`src/source/fixdiv_pkg.sv`:
```
package fixdiv_pkg;

    // Core FSM of the iterative divider
    typedef enum logic [1:0] {
        IDLE    = 2'd0,
        ITERATE = 2'd1,
        DONE    = 2'd2
    } div_state_e;

    // Sign and zero sideband, prep to core to fix-up
    typedef struct packed {
        logic negate_quotient;  // Operand signs differ
        logic negate_remainder; // Dividend negative
        logic div_by_zero;      // Divisor zero
    } div_sign_t;

    // Result status flags
    typedef struct packed {
        logic div_by_zero;
        logic overflow;         // Quotient clamped
    } div_status_t;

    parameter int DEFAULT_DATA_WIDTH     = 16;
    parameter int DEFAULT_QUANTIZED_BITS = 8;

endpackage

```
`src/source/div_operand_prep.sv`:
```
`timescale 1ns/1ps

module div_operand_prep #(
    parameter int DATA_WIDTH     = fixdiv_pkg::DEFAULT_DATA_WIDTH,
    parameter int QUANTIZED_BITS = fixdiv_pkg::DEFAULT_QUANTIZED_BITS
)(
    input  logic                                         clock,
    input  logic                                         reset,
    input  logic                                         valid_in,
    input  logic signed [DATA_WIDTH-1:0]                 dividend,
    input  logic signed [DATA_WIDTH-1:0]                 divisor,
    input  logic                                         core_busy,
    output logic                                         start,
    output logic        [DATA_WIDTH+QUANTIZED_BITS-1:0] dividend_mag,
    output logic        [DATA_WIDTH+QUANTIZED_BITS-1:0] divisor_mag,
    output fixdiv_pkg::div_sign_t                        sign_info,
    output logic                                         prep_pending
);

    import fixdiv_pkg::*;

    logic signed [DATA_WIDTH:0] dividend_wide;
    logic signed [DATA_WIDTH:0] divisor_wide;
    logic        [DATA_WIDTH:0] dividend_abs;
    logic        [DATA_WIDTH:0] divisor_abs;
    logic                       accept;
    div_sign_t                  sign_c;

    // One extra bit so the most negative input has a magnitude
    assign dividend_wide = dividend;
    assign divisor_wide  = divisor;
    assign dividend_abs  = dividend_wide[DATA_WIDTH] ? -dividend_wide : dividend_wide;
    assign divisor_abs   = divisor_wide[DATA_WIDTH] ? -divisor_wide : divisor_wide;

    assign accept = valid_in && !core_busy && !start; // Dropped while busy

    always_comb begin
        sign_c.negate_quotient  = dividend[DATA_WIDTH-1] ^ divisor[DATA_WIDTH-1];
        sign_c.negate_remainder = dividend[DATA_WIDTH-1];
        sign_c.div_by_zero      = (divisor == '0);
    end

    always_ff @(posedge clock or posedge reset) begin
        if (reset) begin
            start <= 1'b0;
        end else begin
            start <= accept; // Single cycle strobe to core
        end
    end

    // Held until the next request as the core copies on start
    always_ff @(posedge clock) begin
        if (accept) begin
            dividend_mag <= {dividend_abs[DATA_WIDTH-1:0], {QUANTIZED_BITS{1'b0}}};
            divisor_mag  <= {{QUANTIZED_BITS{1'b0}}, divisor_abs[DATA_WIDTH-1:0]};
            sign_info    <= sign_c;
        end
    end

    assign prep_pending = start;

    // Caller must wait for busy to drop before the next request
    a_no_request_while_busy: assert property (
        @(posedge clock) disable iff (reset)
        valid_in |-> !(core_busy || prep_pending)
    ) else $error("valid_in raised while the unit is busy");

endmodule

```
`src/source/nonrestoring_divider.sv`:
```
`timescale 1ns/1ps

module nonrestoring_divider #(
    parameter int WIDTH = fixdiv_pkg::DEFAULT_DATA_WIDTH + fixdiv_pkg::DEFAULT_QUANTIZED_BITS
)(
    input  logic                  clock,
    input  logic                  reset,
    input  logic                  start,
    input  logic [WIDTH-1:0]      dividend_mag,
    input  logic [WIDTH-1:0]      divisor_mag,
    input  fixdiv_pkg::div_sign_t sign_info_in,
    output logic                  done,
    output logic [WIDTH-1:0]      quotient_mag,
    output logic [WIDTH-1:0]      remainder_mag,
    output fixdiv_pkg::div_sign_t sign_info_out,
    output logic                  core_busy
);

    import fixdiv_pkg::*;

    localparam int COUNT_WIDTH = $clog2(WIDTH + 1);

    div_state_e             state, state_c;
    logic [COUNT_WIDTH-1:0] count, count_c;
    logic [2*WIDTH:0]       aq, aq_c;           // Accumulator above quotient
    logic [WIDTH-1:0]       divisor_r, divisor_c;
    div_sign_t              sign_r, sign_c;
    logic [2*WIDTH:0]       aq_shift;
    logic [WIDTH:0]         acc_step;

    always_ff @(posedge clock or posedge reset) begin
        if (reset) begin
            state <= IDLE;
            count <= '0;
        end else begin
            state <= state_c;
            count <= count_c;
        end
    end

    always_ff @(posedge clock) begin
        aq        <= aq_c;
        divisor_r <= divisor_c;
        sign_r    <= sign_c;
    end

    always_comb begin
        state_c   = state;
        count_c   = count;
        aq_c      = aq;
        divisor_c = divisor_r;
        sign_c    = sign_r;
        aq_shift  = aq << 1;
        acc_step  = '0;

        case (state)
            IDLE: begin
                if (start) begin
                    aq_c      = {{(WIDTH+1){1'b0}}, dividend_mag};
                    divisor_c = divisor_mag;
                    sign_c    = sign_info_in;
                    count_c   = '0;
                    state_c   = ITERATE;
                end
            end

            ITERATE: begin
                // Add or subtract chosen by sign of the old accumulator
                if (aq[2*WIDTH]) begin
                    acc_step = aq_shift[2*WIDTH:WIDTH] + {1'b0, divisor_r};
                end else begin
                    acc_step = aq_shift[2*WIDTH:WIDTH] - {1'b0, divisor_r};
                end
                aq_c    = {acc_step, aq_shift[WIDTH-1:1], ~acc_step[WIDTH]};
                count_c = count + 1'b1;

                if (count_c == WIDTH) begin
                    if (aq_c[2*WIDTH]) begin
                        aq_c[2*WIDTH:WIDTH] = aq_c[2*WIDTH:WIDTH] + {1'b0, divisor_r}; // Add back
                    end
                    state_c = DONE;
                end
            end

            DONE: begin
                state_c = IDLE; // Results shown for one cycle
            end

            default: begin
                state_c = IDLE;
            end
        endcase
    end

    assign done          = (state == DONE);
    assign core_busy     = (state != IDLE);
    assign quotient_mag  = aq[WIDTH-1:0];
    assign remainder_mag = aq[2*WIDTH-1:WIDTH];
    assign sign_info_out = sign_r;

    a_start_in_idle: assert property (
        @(posedge clock) disable iff (reset)
        start |-> (state == IDLE)
    ) else $error("start received while core is %s", state.name());

    a_done_single: assert property (
        @(posedge clock) disable iff (reset)
        done |=> !done
    ) else $error("done held longer than one cycle");

    a_count_bound: assert property (
        @(posedge clock) disable iff (reset)
        count <= WIDTH
    ) else $error("iteration counter ran past %0d", WIDTH);

endmodule

```
`src/source/div_result_fixup.sv`:
```
`timescale 1ns/1ps

module div_result_fixup #(
    parameter int DATA_WIDTH     = fixdiv_pkg::DEFAULT_DATA_WIDTH,
    parameter int QUANTIZED_BITS = fixdiv_pkg::DEFAULT_QUANTIZED_BITS
)(
    input  logic                                  clock,
    input  logic                                  reset,
    input  logic                                  done,
    input  logic [DATA_WIDTH+QUANTIZED_BITS-1:0]  quotient_mag,
    input  logic [DATA_WIDTH+QUANTIZED_BITS-1:0]  remainder_mag,
    input  fixdiv_pkg::div_sign_t                 sign_info,
    output logic                                  valid_out,
    output logic signed [DATA_WIDTH-1:0]          quotient,
    output logic signed [DATA_WIDTH-1:0]          remainder,
    output fixdiv_pkg::div_status_t               status
);

    import fixdiv_pkg::*;

    localparam int CORE_WIDTH = DATA_WIDTH + QUANTIZED_BITS;

    // Signed limits of the output, extended to the core width
    localparam logic signed [CORE_WIDTH:0] Q_MAX =
        {{(QUANTIZED_BITS+2){1'b0}}, {(DATA_WIDTH-1){1'b1}}};
    localparam logic signed [CORE_WIDTH:0] Q_MIN =
        {{(QUANTIZED_BITS+2){1'b1}}, {(DATA_WIDTH-1){1'b0}}};

    logic signed [CORE_WIDTH:0]   quotient_wide;
    logic signed [CORE_WIDTH:0]   remainder_wide;
    logic signed [DATA_WIDTH-1:0] quotient_c;
    logic signed [DATA_WIDTH-1:0] remainder_c;
    div_status_t                  status_c;

    always_comb begin
        quotient_wide  = sign_info.negate_quotient ? -signed'({1'b0, quotient_mag})
                                                   : signed'({1'b0, quotient_mag});
        remainder_wide = sign_info.negate_remainder ? -signed'({1'b0, remainder_mag})
                                                    : signed'({1'b0, remainder_mag});
        status_c    = '0;
        remainder_c = remainder_wide[DATA_WIDTH-1:0]; // Below divisor, so exact

        if (sign_info.div_by_zero) begin
            quotient_c = sign_info.negate_remainder ? Q_MIN[DATA_WIDTH-1:0]
                                                    : Q_MAX[DATA_WIDTH-1:0];
            remainder_c          = '0;
            status_c.div_by_zero = 1'b1;
        end else if (quotient_wide > Q_MAX) begin
            quotient_c        = Q_MAX[DATA_WIDTH-1:0];
            status_c.overflow = 1'b1;
        end else if (quotient_wide < Q_MIN) begin
            quotient_c        = Q_MIN[DATA_WIDTH-1:0];
            status_c.overflow = 1'b1;
        end else begin
            quotient_c = quotient_wide[DATA_WIDTH-1:0];
        end
    end

    always_ff @(posedge clock or posedge reset) begin
        if (reset) begin
            valid_out <= 1'b0;
            quotient  <= '0;
            remainder <= '0;
            status    <= '0;
        end else begin
            valid_out <= done;
            if (done) begin // Held until the next result
                quotient  <= quotient_c;
                remainder <= remainder_c;
                status    <= status_c;
            end
        end
    end

    // Core needs more than one cycle per division
    a_valid_out_pulse: assert property (
        @(posedge clock) disable iff (reset)
        valid_out |=> !valid_out
    ) else $error("valid_out high on consecutive cycles");

endmodule

```
`src/source/fixdiv_top.sv`:
```
`timescale 1ns/1ps

module fixdiv_top #(
    parameter int DATA_WIDTH     = fixdiv_pkg::DEFAULT_DATA_WIDTH,
    parameter int QUANTIZED_BITS = fixdiv_pkg::DEFAULT_QUANTIZED_BITS
)(
    input  logic                         clock,
    input  logic                         reset,
    input  logic signed [DATA_WIDTH-1:0] dividend,
    input  logic signed [DATA_WIDTH-1:0] divisor,
    input  logic                         valid_in,
    output logic signed [DATA_WIDTH-1:0] quotient,
    output logic signed [DATA_WIDTH-1:0] remainder,
    output fixdiv_pkg::div_status_t      status,
    output logic                         valid_out,
    output logic                         busy
);

    import fixdiv_pkg::*;

    localparam int CORE_WIDTH = DATA_WIDTH + QUANTIZED_BITS;

    logic                  start;
    logic                  done;
    logic                  prep_pending;
    logic                  core_busy;
    logic [CORE_WIDTH-1:0] dividend_mag;
    logic [CORE_WIDTH-1:0] divisor_mag;
    logic [CORE_WIDTH-1:0] quotient_mag;
    logic [CORE_WIDTH-1:0] remainder_mag;
    div_sign_t             prep_sign;
    div_sign_t             core_sign;

    div_operand_prep #(
        .DATA_WIDTH     (DATA_WIDTH),
        .QUANTIZED_BITS (QUANTIZED_BITS)
    ) u_prep (
        .clock        (clock),
        .reset        (reset),
        .valid_in     (valid_in),
        .dividend     (dividend),
        .divisor      (divisor),
        .core_busy    (core_busy),
        .start        (start),
        .dividend_mag (dividend_mag),
        .divisor_mag  (divisor_mag),
        .sign_info    (prep_sign),
        .prep_pending (prep_pending)
    );

    nonrestoring_divider #(
        .WIDTH (CORE_WIDTH)
    ) u_core (
        .clock         (clock),
        .reset         (reset),
        .start         (start),
        .dividend_mag  (dividend_mag),
        .divisor_mag   (divisor_mag),
        .sign_info_in  (prep_sign),
        .done          (done),
        .quotient_mag  (quotient_mag),
        .remainder_mag (remainder_mag),
        .sign_info_out (core_sign),
        .core_busy     (core_busy)
    );

    div_result_fixup #(
        .DATA_WIDTH     (DATA_WIDTH),
        .QUANTIZED_BITS (QUANTIZED_BITS)
    ) u_fixup (
        .clock         (clock),
        .reset         (reset),
        .done          (done),
        .quotient_mag  (quotient_mag),
        .remainder_mag (remainder_mag),
        .sign_info     (core_sign),
        .valid_out     (valid_out),
        .quotient      (quotient),
        .remainder     (remainder),
        .status        (status)
    );

    assign busy = prep_pending | core_busy; // One division at a time

endmodule

```
`config.mk`:
```
export PLATFORM = sky130hd
export DESIGN_NAME = fixdiv_top
export DESIGN_NICKNAME = d
export VERILOG_FILES = /design/src/source/fixdiv_pkg.sv /design/src/source/div_operand_prep.sv /design/src/source/nonrestoring_divider.sv /design/src/source/div_result_fixup.sv /design/src/source/fixdiv_top.sv
export SDC_FILE = /design/constraint.sdc
export NUM_CORES = 1
export LEC_CHECK = 0
export ABC_AREA = 1
export BUFFER_PORTS_ARGS = -buffer_cell sky130_fd_sc_hd__buf_2
export CORE_MARGIN = 1.5
export CORE_UTILIZATION = 50
export DETAILED_ROUTE_END_ITERATION = 8
export GPL_TIMING_DRIVEN = 0
export PLACE_DENSITY = 0.83
export SYNTH_ARGS = -nofsm -noshare
export SYNTH_HDL_FRONTEND = slang
export SYNTH_SLANG_ARGS = --single-unit
```
`constraint.sdc`:
```
create_clock -name clock -period 3.6 [get_ports clock]
set_input_delay 0.72 -clock clock [delete_from_list [all_inputs] [get_ports clock]]
set_output_delay 0.72 -clock clock [all_outputs]
set_load 0.005 [all_outputs]
```
* After elaboration in Yosys (flattened, before gate mapping)
Cells that the tools add are included. W data, S select, Z words.
Storage, ports and cells: register bits after elaboration 146, output and inout port bits 36
Cells by class: bitwise operators 3, reduce and logical (&&, ||, !) cells 11, equality and inequality tests 5, magnitude comparators 2, add/subtract/negate cells 8, multiplexer cells 24
Operator list (count):
- $mux W25 | 5
- $pmux W49 S2 | 1
- $mux W16 | 6
- $add A25 B16 Y25 | 2
- $mux W49 | 1
- $neg A16 Y16 | 3
- $mux W15 | 2
- $gt A25 B16 Y1 const B | 1
- $lt A25 B16 Y1 const B | 1
- $neg A24 Y25 | 1
- $sub A25 B16 Y25 | 1
- $logic_not A16 Y1 | 1
- $pmux W5 S2 | 1
- $reduce_and A2 Y1 | 3
- $add A5 B1 Y5 const B | 1
- $eq A5 B5 Y1 const B | 1
- $mux W5 | 1
- $mux W1 | 4
- $mux W2 | 2
- $pmux W2 S2 | 1
- $reduce_bool A2 Y1 | 2
- $eq A2 B1 Y1 const B | 1
- $eq A2 B2 Y1 const B | 1
- $logic_and A1 B1 Y1 | 2
- 7 further kinds | 8

* Longest topological paths before layout
Gate-level depths: netlist of run 1.
depth in word-level cells 7, depth in mapped cells 28, gate-level depth less buffers 28

* Modules after synthesis
Synthesis of run 1 repeated with hierarchy kept, for this count alone.
Second synthesis, totals: cells, all modules 1635, area, all modules 12095.4 µm²
By module, submodules not included:
- nonrestoring_divider | cells each 1001, times used 1, area an instance 7325.8 µm²
- div_result_fixup | cells each 395, times used 1, area an instance 2666.3 µm²
- div_operand_prep | cells each 236, times used 1, area an instance 2092.0 µm²
- fixdiv_top | cells each 3, times used 1, area an instance 11.3 µm²

* Least setup slack after synthesis of run 1
No wires, ideal clock.
path kind register to register, from register u_core.divisor_r[1], to register u_core.aq[47], data pin, cell stages (with the launch flop) 27, period minus slack after synthesis 3852 ps, library setup time 255 ps, data required time 3345 ps, arrival time 3597 ps, path slack -252 ps, path through edfxtp_1 -> nor3_1 -> nand2_1 -> nor3_1 -> nand2_1 -> nor3_2 -> nor2_1 -> xor2_1 -> ha_1 -> nand2_1 -> inv_1 -> nand2_1 -> nor3_1 -> a21oi_1 -> xnor2_1 -> ha_1 -> inv_1 -> nor3_1 -> nand3_1 -> nand2_1 -> nand3_1 -> nand2_1 -> nand2_1 -> inv_1 -> nand3_1 -> nand2_1 -> nor2_1
On the way: longest elaborated chain between the ends 7, elaborated cells on any way between the ends 8
Ends and longest elaborated chain:
- from (decl) | RTL line nonrestoring_divider.sv:26 | logic [WIDTH-1:0] divisor_r, divisor_c;
- from (signal assigned) | RTL line nonrestoring_divider.sv:43 | divisor_r <= divisor_c;
- $sub A25 B16 Y25 or $add A25 B16 Y25 (tied branches) | RTL line nonrestoring_divider.sv:72, nonrestoring_divider.sv:70
- $mux W25 | RTL line nonrestoring_divider.sv:69 | if (aq[2*WIDTH]) begin
- $mux W25 | RTL line nonrestoring_divider.sv:56 | case (state)
- $add A25 B16 Y25 | RTL line nonrestoring_divider.sv:79 | aq_c[2*WIDTH:WIDTH] = aq_c[2*WIDTH:WIDTH] + {1'b0, divisor_r};
- $mux W25 | RTL line nonrestoring_divider.sv:78 | if (aq_c[2*WIDTH]) begin
- $mux W25 * | RTL line nonrestoring_divider.sv:77 | if (count_c == WIDTH) begin
- $pmux W49 S2 * | RTL line nonrestoring_divider.sv:56
- to (signal assigned) | RTL line nonrestoring_divider.sv:42 | aq <= aq_c;
- to (decl) | RTL line nonrestoring_divider.sv:25 | logic [2*WIDTH:0] aq, aq_c;
Every way passes the cells marked *; elsewhere a longest branch is shown, timed or not. The select of a mux whose other input is x is not followed. A chain may end at the register's enable or synchronous reset.

* Worst setup path after layout of run 1
from register u_core.divisor_r[0], to register u_core.aq[48], data pin
Same word-level chain as after synthesis.

==> impl_metrics.env, run 1 <==
export IMPL_areaGrowthSynthToFinish_pct=33.4
export IMPL_portBuffers=70
export IMPL_cts_root_buffer="clkbuf_16"
export IMPL_syn_cell_area_sq_mm=0.0103
export IMPL_dpl_hpwl_microns=19700
export IMPL_diodes=0
export IMPL_yosysWarnings=0
export IMPL_timing_final_ws_setup_ns=-1.12
export IMPL_final_nets=1635
export IMPL_path_clk_slew_ns=0.07
export IMPL_critical_path_required_ns=3.80
export IMPL_relSlewSlack_pct=36.8
export IMPL_finalMaxSlewViolations=0
export IMPL_slowest_stage="edfxtp_1"
export IMPL_min_period_over_period_pct=131
export IMPL_period_minus_slack_ns=4.72
export IMPL_final_area_sq_mm=0.0137
export IMPL_worst_slew_pin_slew_ns=0.947
export IMPL_drive_gt1_share_pct=30.6
export IMPL_synthArstFlopShare_pct=29.5
export IMPL_antenna_found_initial=0
export IMPL_synth_seq_cells=146
export IMPL_coreArea_sq_mm=0.0202
export IMPL_hold_depth=0
export IMPL_clk_latency_ns=0.45
export IMPL_gp_congestion=0.964
export IMPL_synth_simple_gate_area_share_pct=29.6
export IMPL_pin_count=71
export IMPL_setup_viol=26
export IMPL_min_to="u_core.divisor_r[5]$_DFFE_PP_"
export IMPL_htree_levels=4
export IMPL_grt_pass1_wl_microns=46600
export IMPL_crit_chain="nor3_2 -> nand2_1 -> nor3_2 -> nand2_1 -> nor3_2 -> buf_4 -> nand3b_1 -> nor2_4 -> nor2_2 -> a22o_1 -> ha_4 -> nand2_4 -> nor2_2 -> inv_1 -> nor2_2 -> nand4_1 -> nand3_1 -> nand2_2 -> nand2_2 -> nand2_1 -> nor2_4 -> nand4_1 -> nand2_1 -> nor2_1"
export IMPL_start_kind="flop"
export IMPL_synthCells=1360
export IMPL_ctsHoldBuffers=0
export IMPL_synthFlopType="edfxtp_1"
export IMPL_critPathCaptureType="flop"
export IMPL_synth_fa_ha_area_share_pct=6.11
export IMPL_path_class="reg2reg"
export IMPL_postRouteAntennaNets=0
export IMPL_grt_pass1_vias=9532
export IMPL_synth_compound_area_share_pct=9.22
export IMPL_first_iter_violations=1454
export IMPL_layout_common_cells="nand2_1, inv_1, nor2_1"
export IMPL_synthXorXnorAreaFrac_pct=7.16
export IMPL_drc=0
export IMPL_start_util_pct=50.8
export IMPL_synth_seq_area_share_pct=40.5
export IMPL_die_h_microns=146
export IMPL_crit_arrival_ns=4.92
export IMPL_drv_cap=0
export IMPL_timing_fmax_mhz=212
export IMPL_worstRegToRegCells=24
export IMPL_die_area_sq_mm=0.0214
export IMPL_status="finished, violations left"
export IMPL_finalHoldViolCount=0
export IMPL_rrSetupSlack_ns=-1.12
export IMPL_post_drt_wl_per_cell_microns=19.5
export IMPL_finClkSkew_ns=0.0154
export IMPL_final_common_cell="nand2_1"
export IMPL_clockBufferDepth=2
export IMPL_violations="setup timing"
export IMPL_nFillCells=1334
export IMPL_yosysUniqueCellTypes=49
export IMPL_placed_cell_area_sq_mm=0.0110
export IMPL_syn_nets=1444
export IMPL_die_w_microns=146
export IMPL_row_count=52
export IMPL_synth_edf_count=103
export IMPL_grt_overflow_total=0
export IMPL_vias=11100
export IMPL_hold_ws_ns=0.408
export IMPL_wirelength_microns=35700
export IMPL_rr_startpoint="u_core.divisor_r[0]$_DFFE_PP_"
export IMPL_grt_usage_pct=27.6
export IMPL_clock_sinks=146
export IMPL_dr_pass1_iters=7
export IMPL_min_path_type="reg2reg"
export IMPL_min_from="u_prep.divisor_mag[5]$_DFFE_PP_"
export IMPL_via_per_inst=6.04
export IMPL_cpPeakStageDelay_ns=0.46
export IMPL_rsz0062_at_grt="true"
export IMPL_syn_avg_cell_area_sq_um=7.56
export IMPL_crit_top_cell="nand2_1"
export IMPL_numCtsBuffers=17
export IMPL_rr_endpoint="u_core.aq[48]$_SDFFCE_PN0P_"
export IMPL_grt_max_degree=44
export IMPL_synth_top_family_by_area="simple AND/OR/NAND/NOR gates"
export IMPL_cts_tree="done"
export IMPL_synthMuxAreaShare_pct=0
export IMPL_worstPathMaxFanout=4
-- through the flow --
step | setup slack, ns | cells | setup TNS (ns) | util (%)
floorplan | -0.0662 | 1360 | -0.0855 | -
global placement | -0.633 | 1700 | -16.16 | 54.4
detailed placement | -0.737 | 1701 | -11.53 | 54.5
CTS | -0.480 | 1806 | -6.27 | 63.7
global route | -1.28 | 1834 | -22.90 | 67.8
finish | -1.12 | 1834 | -19.55 | 67.8
-- routing by layer --
metal | vias up | wire [microns] | GRT usage [%]
met5 | - | 0 | 0
met4 | 0 | 2970 | 14.1
met2 | 979 | 15900 | 44.5
li1 | 4836 | - | -
met1 | 4954 | 12600 | 35.4
met3 | 311 | 4270 | 5.53
-- worst max-delay path by stage --
stage | startpoint | end | slack [ns]
after floorplan | u_core.divisor_r[2]$_DFFE_PP_ | u_core.aq[47]$_SDFFCE_PN0P_ | -0.07
after global placement | u_core.divisor_r[0]$_DFFE_PP_ | u_core.aq[42]$_SDFFCE_PN0P_ | -0.63
after detailed placement | u_core.divisor_r[1]$_DFFE_PP_ | u_core.aq[42]$_SDFFCE_PN0P_ | -0.74
after CTS | u_core.divisor_r[0]$_DFFE_PP_ | u_core.aq[47]$_SDFFCE_PN0P_ | -0.48
after global routing | u_core.divisor_r[0]$_DFFE_PP_ | u_core.aq[46]$_SDFFCE_PN0P_ | -1.28
final | u_core.divisor_r[0]$_DFFE_PP_ | u_core.aq[48]$_SDFFCE_PN0P_ | -1.12
-- logic make-up after synthesis --
kind of cell | Yosys count
AOI/OAI and AO/OA | 174
adders and majority gates | 49
xor gates and xnor gates | 84
DFF | 146
and+or+nand+nor | 714
buffers and inverters | 193
-- sequential cells by signal (all words and copies together), names as in the netlist --
| signal | cells |
|---|---|
| u_core.aq | 49 |
| u_core.divisor_r | 16 |
| u_core.sign_info_out | 3 |
| u_prep.dividend_mag | 16 |
| u_fixup.valid_out | 1 |
| u_prep.sign_info | 3 |
| u_fixup.quotient | 16 |
| u_fixup.remainder | 16 |
| u_fixup.status | 2 |
| u_prep.divisor_mag | 16 |
| u_core.count | 5 |
| u_core.state | 2 |
| u_prep.prep_pending | 1 |
-- critical path: cells and delay by family (launching register included) --
kind                     cells  cell delay (ns)
buffers and inverters        2             0.25
AO/OA/AOI/OAI                1             0.23
flip-flops                   1             0.46
adder cells (fa/ha/maj)      1             0.33
AND/OR/NAND/NOR             20             3.17
-- cell usage after synthesis (3+ instances only) --
cell type | instances | share of area [%]
nand2_1 | 380 | 14
inv_1 | 161 | 5.9
nor2_1 | 152 | 5.5
edfxtp_1 | 103 | 30
nand3_1 | 93 | 4.5
a21oi_1 | 84 | 4.1
o21ai_0 | 65 | 3.2
xor2_1 | 57 | 4.9
ha_1 | 47 | 5.7
dfrtp_1 | 43 | 10
xnor2_1 | 27 | 2.3
nor3_1 | 24 | 1.2
clkbuf_1 | 17 | 0.62
nand4_1 | 14 | 0.85
nand2_2 | 12 | 0.73
nor2_2 | 12 | 0.73
nand3b_1 | 6 | 0.44
buf_2 | 4 | 0.19
nor4_1 | 4 | 0.24
o31ai_1 | 4 | 0.29
or2_2 | 4 | 0.24
a31oi_1 | 3 | 0.18
buf_6 | 3 | 0.33
clkinv_1 | 3 | 0.11
inv_2 | 3 | 0.11
nand3_2 | 3 | 0.29
nor3_2 | 3 | 0.29
-- layout make-up --
type,instances,area [sq um],area share [%]
tap,270,338,2.46
inverter,167,641,4.67
clock buffer,19,443,3.23
clock inverter,13,104,0.757
sequential,146,4170,30.4
buffer,26,140,1.02
timing repair buffer,172,1200,8.76
multi-input combinational,1021,6680,48.7
-- timing repair --
item / 4_1_cts / 5_1_grt
pin swaps: 100 / 75
cloned: 3 / 0
buffers inserted: 75 / 31
setup endpoints to repair: 25 / 26
resized for setup: 204 / 128
Power of run 1 is not shown: default switching activity piles up to over one toggle a cycle in this logic, so the estimate is an artifact.
==> run 2: changes to the inputs <==
--- a/config.mk
+++ b/config.mk
@@ -7,10 +7,11 @@
 export LEC_CHECK = 0
 export ABC_AREA = 1
 export BUFFER_PORTS_ARGS = -buffer_cell sky130_fd_sc_hd__buf_2
-export CORE_MARGIN = 1.5
+export CORE_MARGIN = 3
 export CORE_UTILIZATION = 50
 export DETAILED_ROUTE_END_ITERATION = 8
 export GPL_TIMING_DRIVEN = 0
+export MAX_ROUTING_LAYER = met4
 export PLACE_DENSITY = 0.83
 export SYNTH_ARGS = -nofsm -noshare
 export SYNTH_HDL_FRONTEND = slang
==> impl_metrics.env, run 2 (synthesis gave the netlist of run 1 again) <==
export IMPL_status="finished, violations left"
export IMPL_violations="setup timing"
export IMPL_grt_usage_pct=26.2
export IMPL_crit_arrival_ns=4.72
export IMPL_critical_path_required_ns=3.88
export IMPL_final_nets=1622
export IMPL_cts_tree="done"
export IMPL_period_minus_slack_ns=4.44
export IMPL_row_count=51
export IMPL_fin_util_pct=67.7
export IMPL_cts_root_buffer="clkbuf_16"
export IMPL_layout_common_cells="nand2_1, inv_1, nor2_1"
export IMPL_die_w_microns=149
export IMPL_path_clk_slew_ns=0.07
export IMPL_post_drt_wl_per_cell_microns=18.9
export IMPL_clk_latency_ns=0.44
export IMPL_rrSetupSlack_ns=-0.84
export IMPL_clock_sinks=146
export IMPL_grt_pass1_vias=9270
export IMPL_coreArea_sq_mm=0.0198
export IMPL_finalHoldViolCount=0
export IMPL_rsz0062_at_grt="true"
export IMPL_start_util_pct=51.8
export IMPL_htree_levels=4
export IMPL_worst_slew_pin_slew_ns=0.923
export IMPL_path_class="reg2reg"
export IMPL_timing_fmax_mhz=225
export IMPL_drive_gt1_share_pct=27.3
export IMPL_timing_final_ws_setup_ns=-0.836
export IMPL_final_common_cell="nand2_1"
export IMPL_portBuffers=70
export IMPL_diodes=0
export IMPL_dpl_worst_slack_ns=-0.768
export IMPL_grt_pass1_wl_microns=45200
export IMPL_first_iter_violations=1627
export IMPL_via_per_inst=5.95
export IMPL_dpl_hpwl_microns=19800
export IMPL_grt_max_degree=44
export IMPL_numCtsBuffers=17
export IMPL_critPathCaptureType="flop"
export IMPL_wirelength_microns=34300
export IMPL_drv_cap=0
export IMPL_largest_reg_flops=49
export IMPL_antenna_found_initial=0
export IMPL_die_area_sq_mm=0.0223
export IMPL_finClkSkew_ns=0.0199
export IMPL_drc=0
export IMPL_relSlewSlack_pct=38.3
export IMPL_setup_viol=26
export IMPL_ctsHoldBuffers=0
export IMPL_finalMaxSlewViolations=0
export IMPL_min_period_over_period_pct=123
export IMPL_clockBufferDepth=2
export IMPL_worstPathMaxFanout=6
export IMPL_dr_pass1_iters=8
export IMPL_grt_overflow_total=0
export IMPL_vias=10800
export IMPL_gp_congestion=0.960
export IMPL_largest_register="u_core.aq"
export IMPL_hold_ws_ns=0.309
export IMPL_pin_count=71
export IMPL_die_h_microns=149
export IMPL_areaGrowthSynthToFinish_pct=30.7
export IMPL_min_path_type="in2async"
export IMPL_postRouteAntennaNets=0
export IMPL_start_kind="flop"
[run 2: cell types whose count changed in the layout (fill, tap and decap cells not counted), moves of 8 or more]
cell / previous run / this run
nand2_1: 325 / 340
nand2_2: 51 / 42
buf_6: 19 / 11
nor2_1: 120 / 128
nor2_4: 16 / 8
[run 2: what timing repair did]
| item | CTS | global route |
|---|---|---|
| resized for setup | 126 | 127 |
| setup endpoints to repair | 25 | 26 |
| setup buffers | 59 | 29 |
| pin swaps | 52 | 77 |
| cloned | 3 | 0 |
[run 2: area by class of cell]
cell class / instances / area, sq um
Multi-Input combinational cell: 1021 / 6500
Buffer: 26 / 138
Clock buffer: 18 / 429
Timing Repair Buffer: 159 / 1090
Clock inverter: 14 / 155
Fill cell: 1353 / 6400
Inverter: 167 / 634
Tap cell: 265 / 332
Sequential cell: 146 / 4170
[run 2: worst max-delay path, stage by stage (launching register included)]
cell and delay, ns:
edfxtp_1 0.49, buf_4 0.19, inv_1 0.08, ha_4 0.17, nand2_4 0.09, nor2_4 0.14
nand2_2 0.09, nand2_2 0.09, xnor2_2 0.11, ha_4 0.32, nand2_1 0.08, nor2_2 0.18
inv_1 0.08, o211ai_1 0.29, xor2_2 0.33, ha_4 0.22, nand4_1 0.20, nor3_2 0.20
nand2_1 0.13, a21oi_2 0.15, nand4_1 0.15, nand3_2 0.16, nand3_1 0.09, nand2_1 0.07
inv_1 0.04, nor2_1 0.13
[run 2: worst paths after layout]
path / start / end / cells after the start
setup / recovery: u_core.divisor_r[1]$_DFFE_PP_ / u_core.aq[45]$_SDFFCE_PN0P_ / 25
hold / removal: reset / u_fixup.quotient[6]$_DFFE_PP0P_ / 3
min in group clock: u_prep.divisor_mag[4]$_DFFE_PP_ / u_core.divisor_r[4]$_DFFE_PP_ / 0
hold reg to reg: u_prep.divisor_mag[4]$_DFFE_PP_ / u_core.divisor_r[4]$_DFFE_PP_ / 0
setup reg to reg: u_core.divisor_r[1]$_DFFE_PP_ / u_core.aq[45]$_SDFFCE_PN0P_ / 25
max in group asynchronous: reset / u_core.count[3]$_DFFE_PP0P_ / 3
[run 2: per-stage QoR]
| step | cell area [sq um] | TNS, ns | std cells |
|---|---|---|---|
| after CTS | 12600 | -6.83 | 1791 |
| after global placement | 11000 | -17.95 | 1695 |
| after global routing | 13400 | -19.01 | 1816 |
| after detailed placement | 11000 | -11.69 | 1697 |
| after floorplan | 10300 | -0.0855 | 1360 |
| final | 13400 | -14.92 | 1816 |
[run 2: layer usage]
| layer | routed length (microns) | track usage [%] | part of all wire, % | vias up |
|---|---|---|---|---|
| met1 | 12300 | 35.0 | 36 | 4863 |
| met5 | 0 | - | 0 | - |
| met2 | 15500 | 40.2 | 45 | 860 |
| met4 | 2470 | 10.2 | 7.2 | 0 |
| li1 | - | - | - | 4803 |
| met3 | 4110 | 4.47 | 12 | 284 |
Power of run 2 is left out for the same reason.
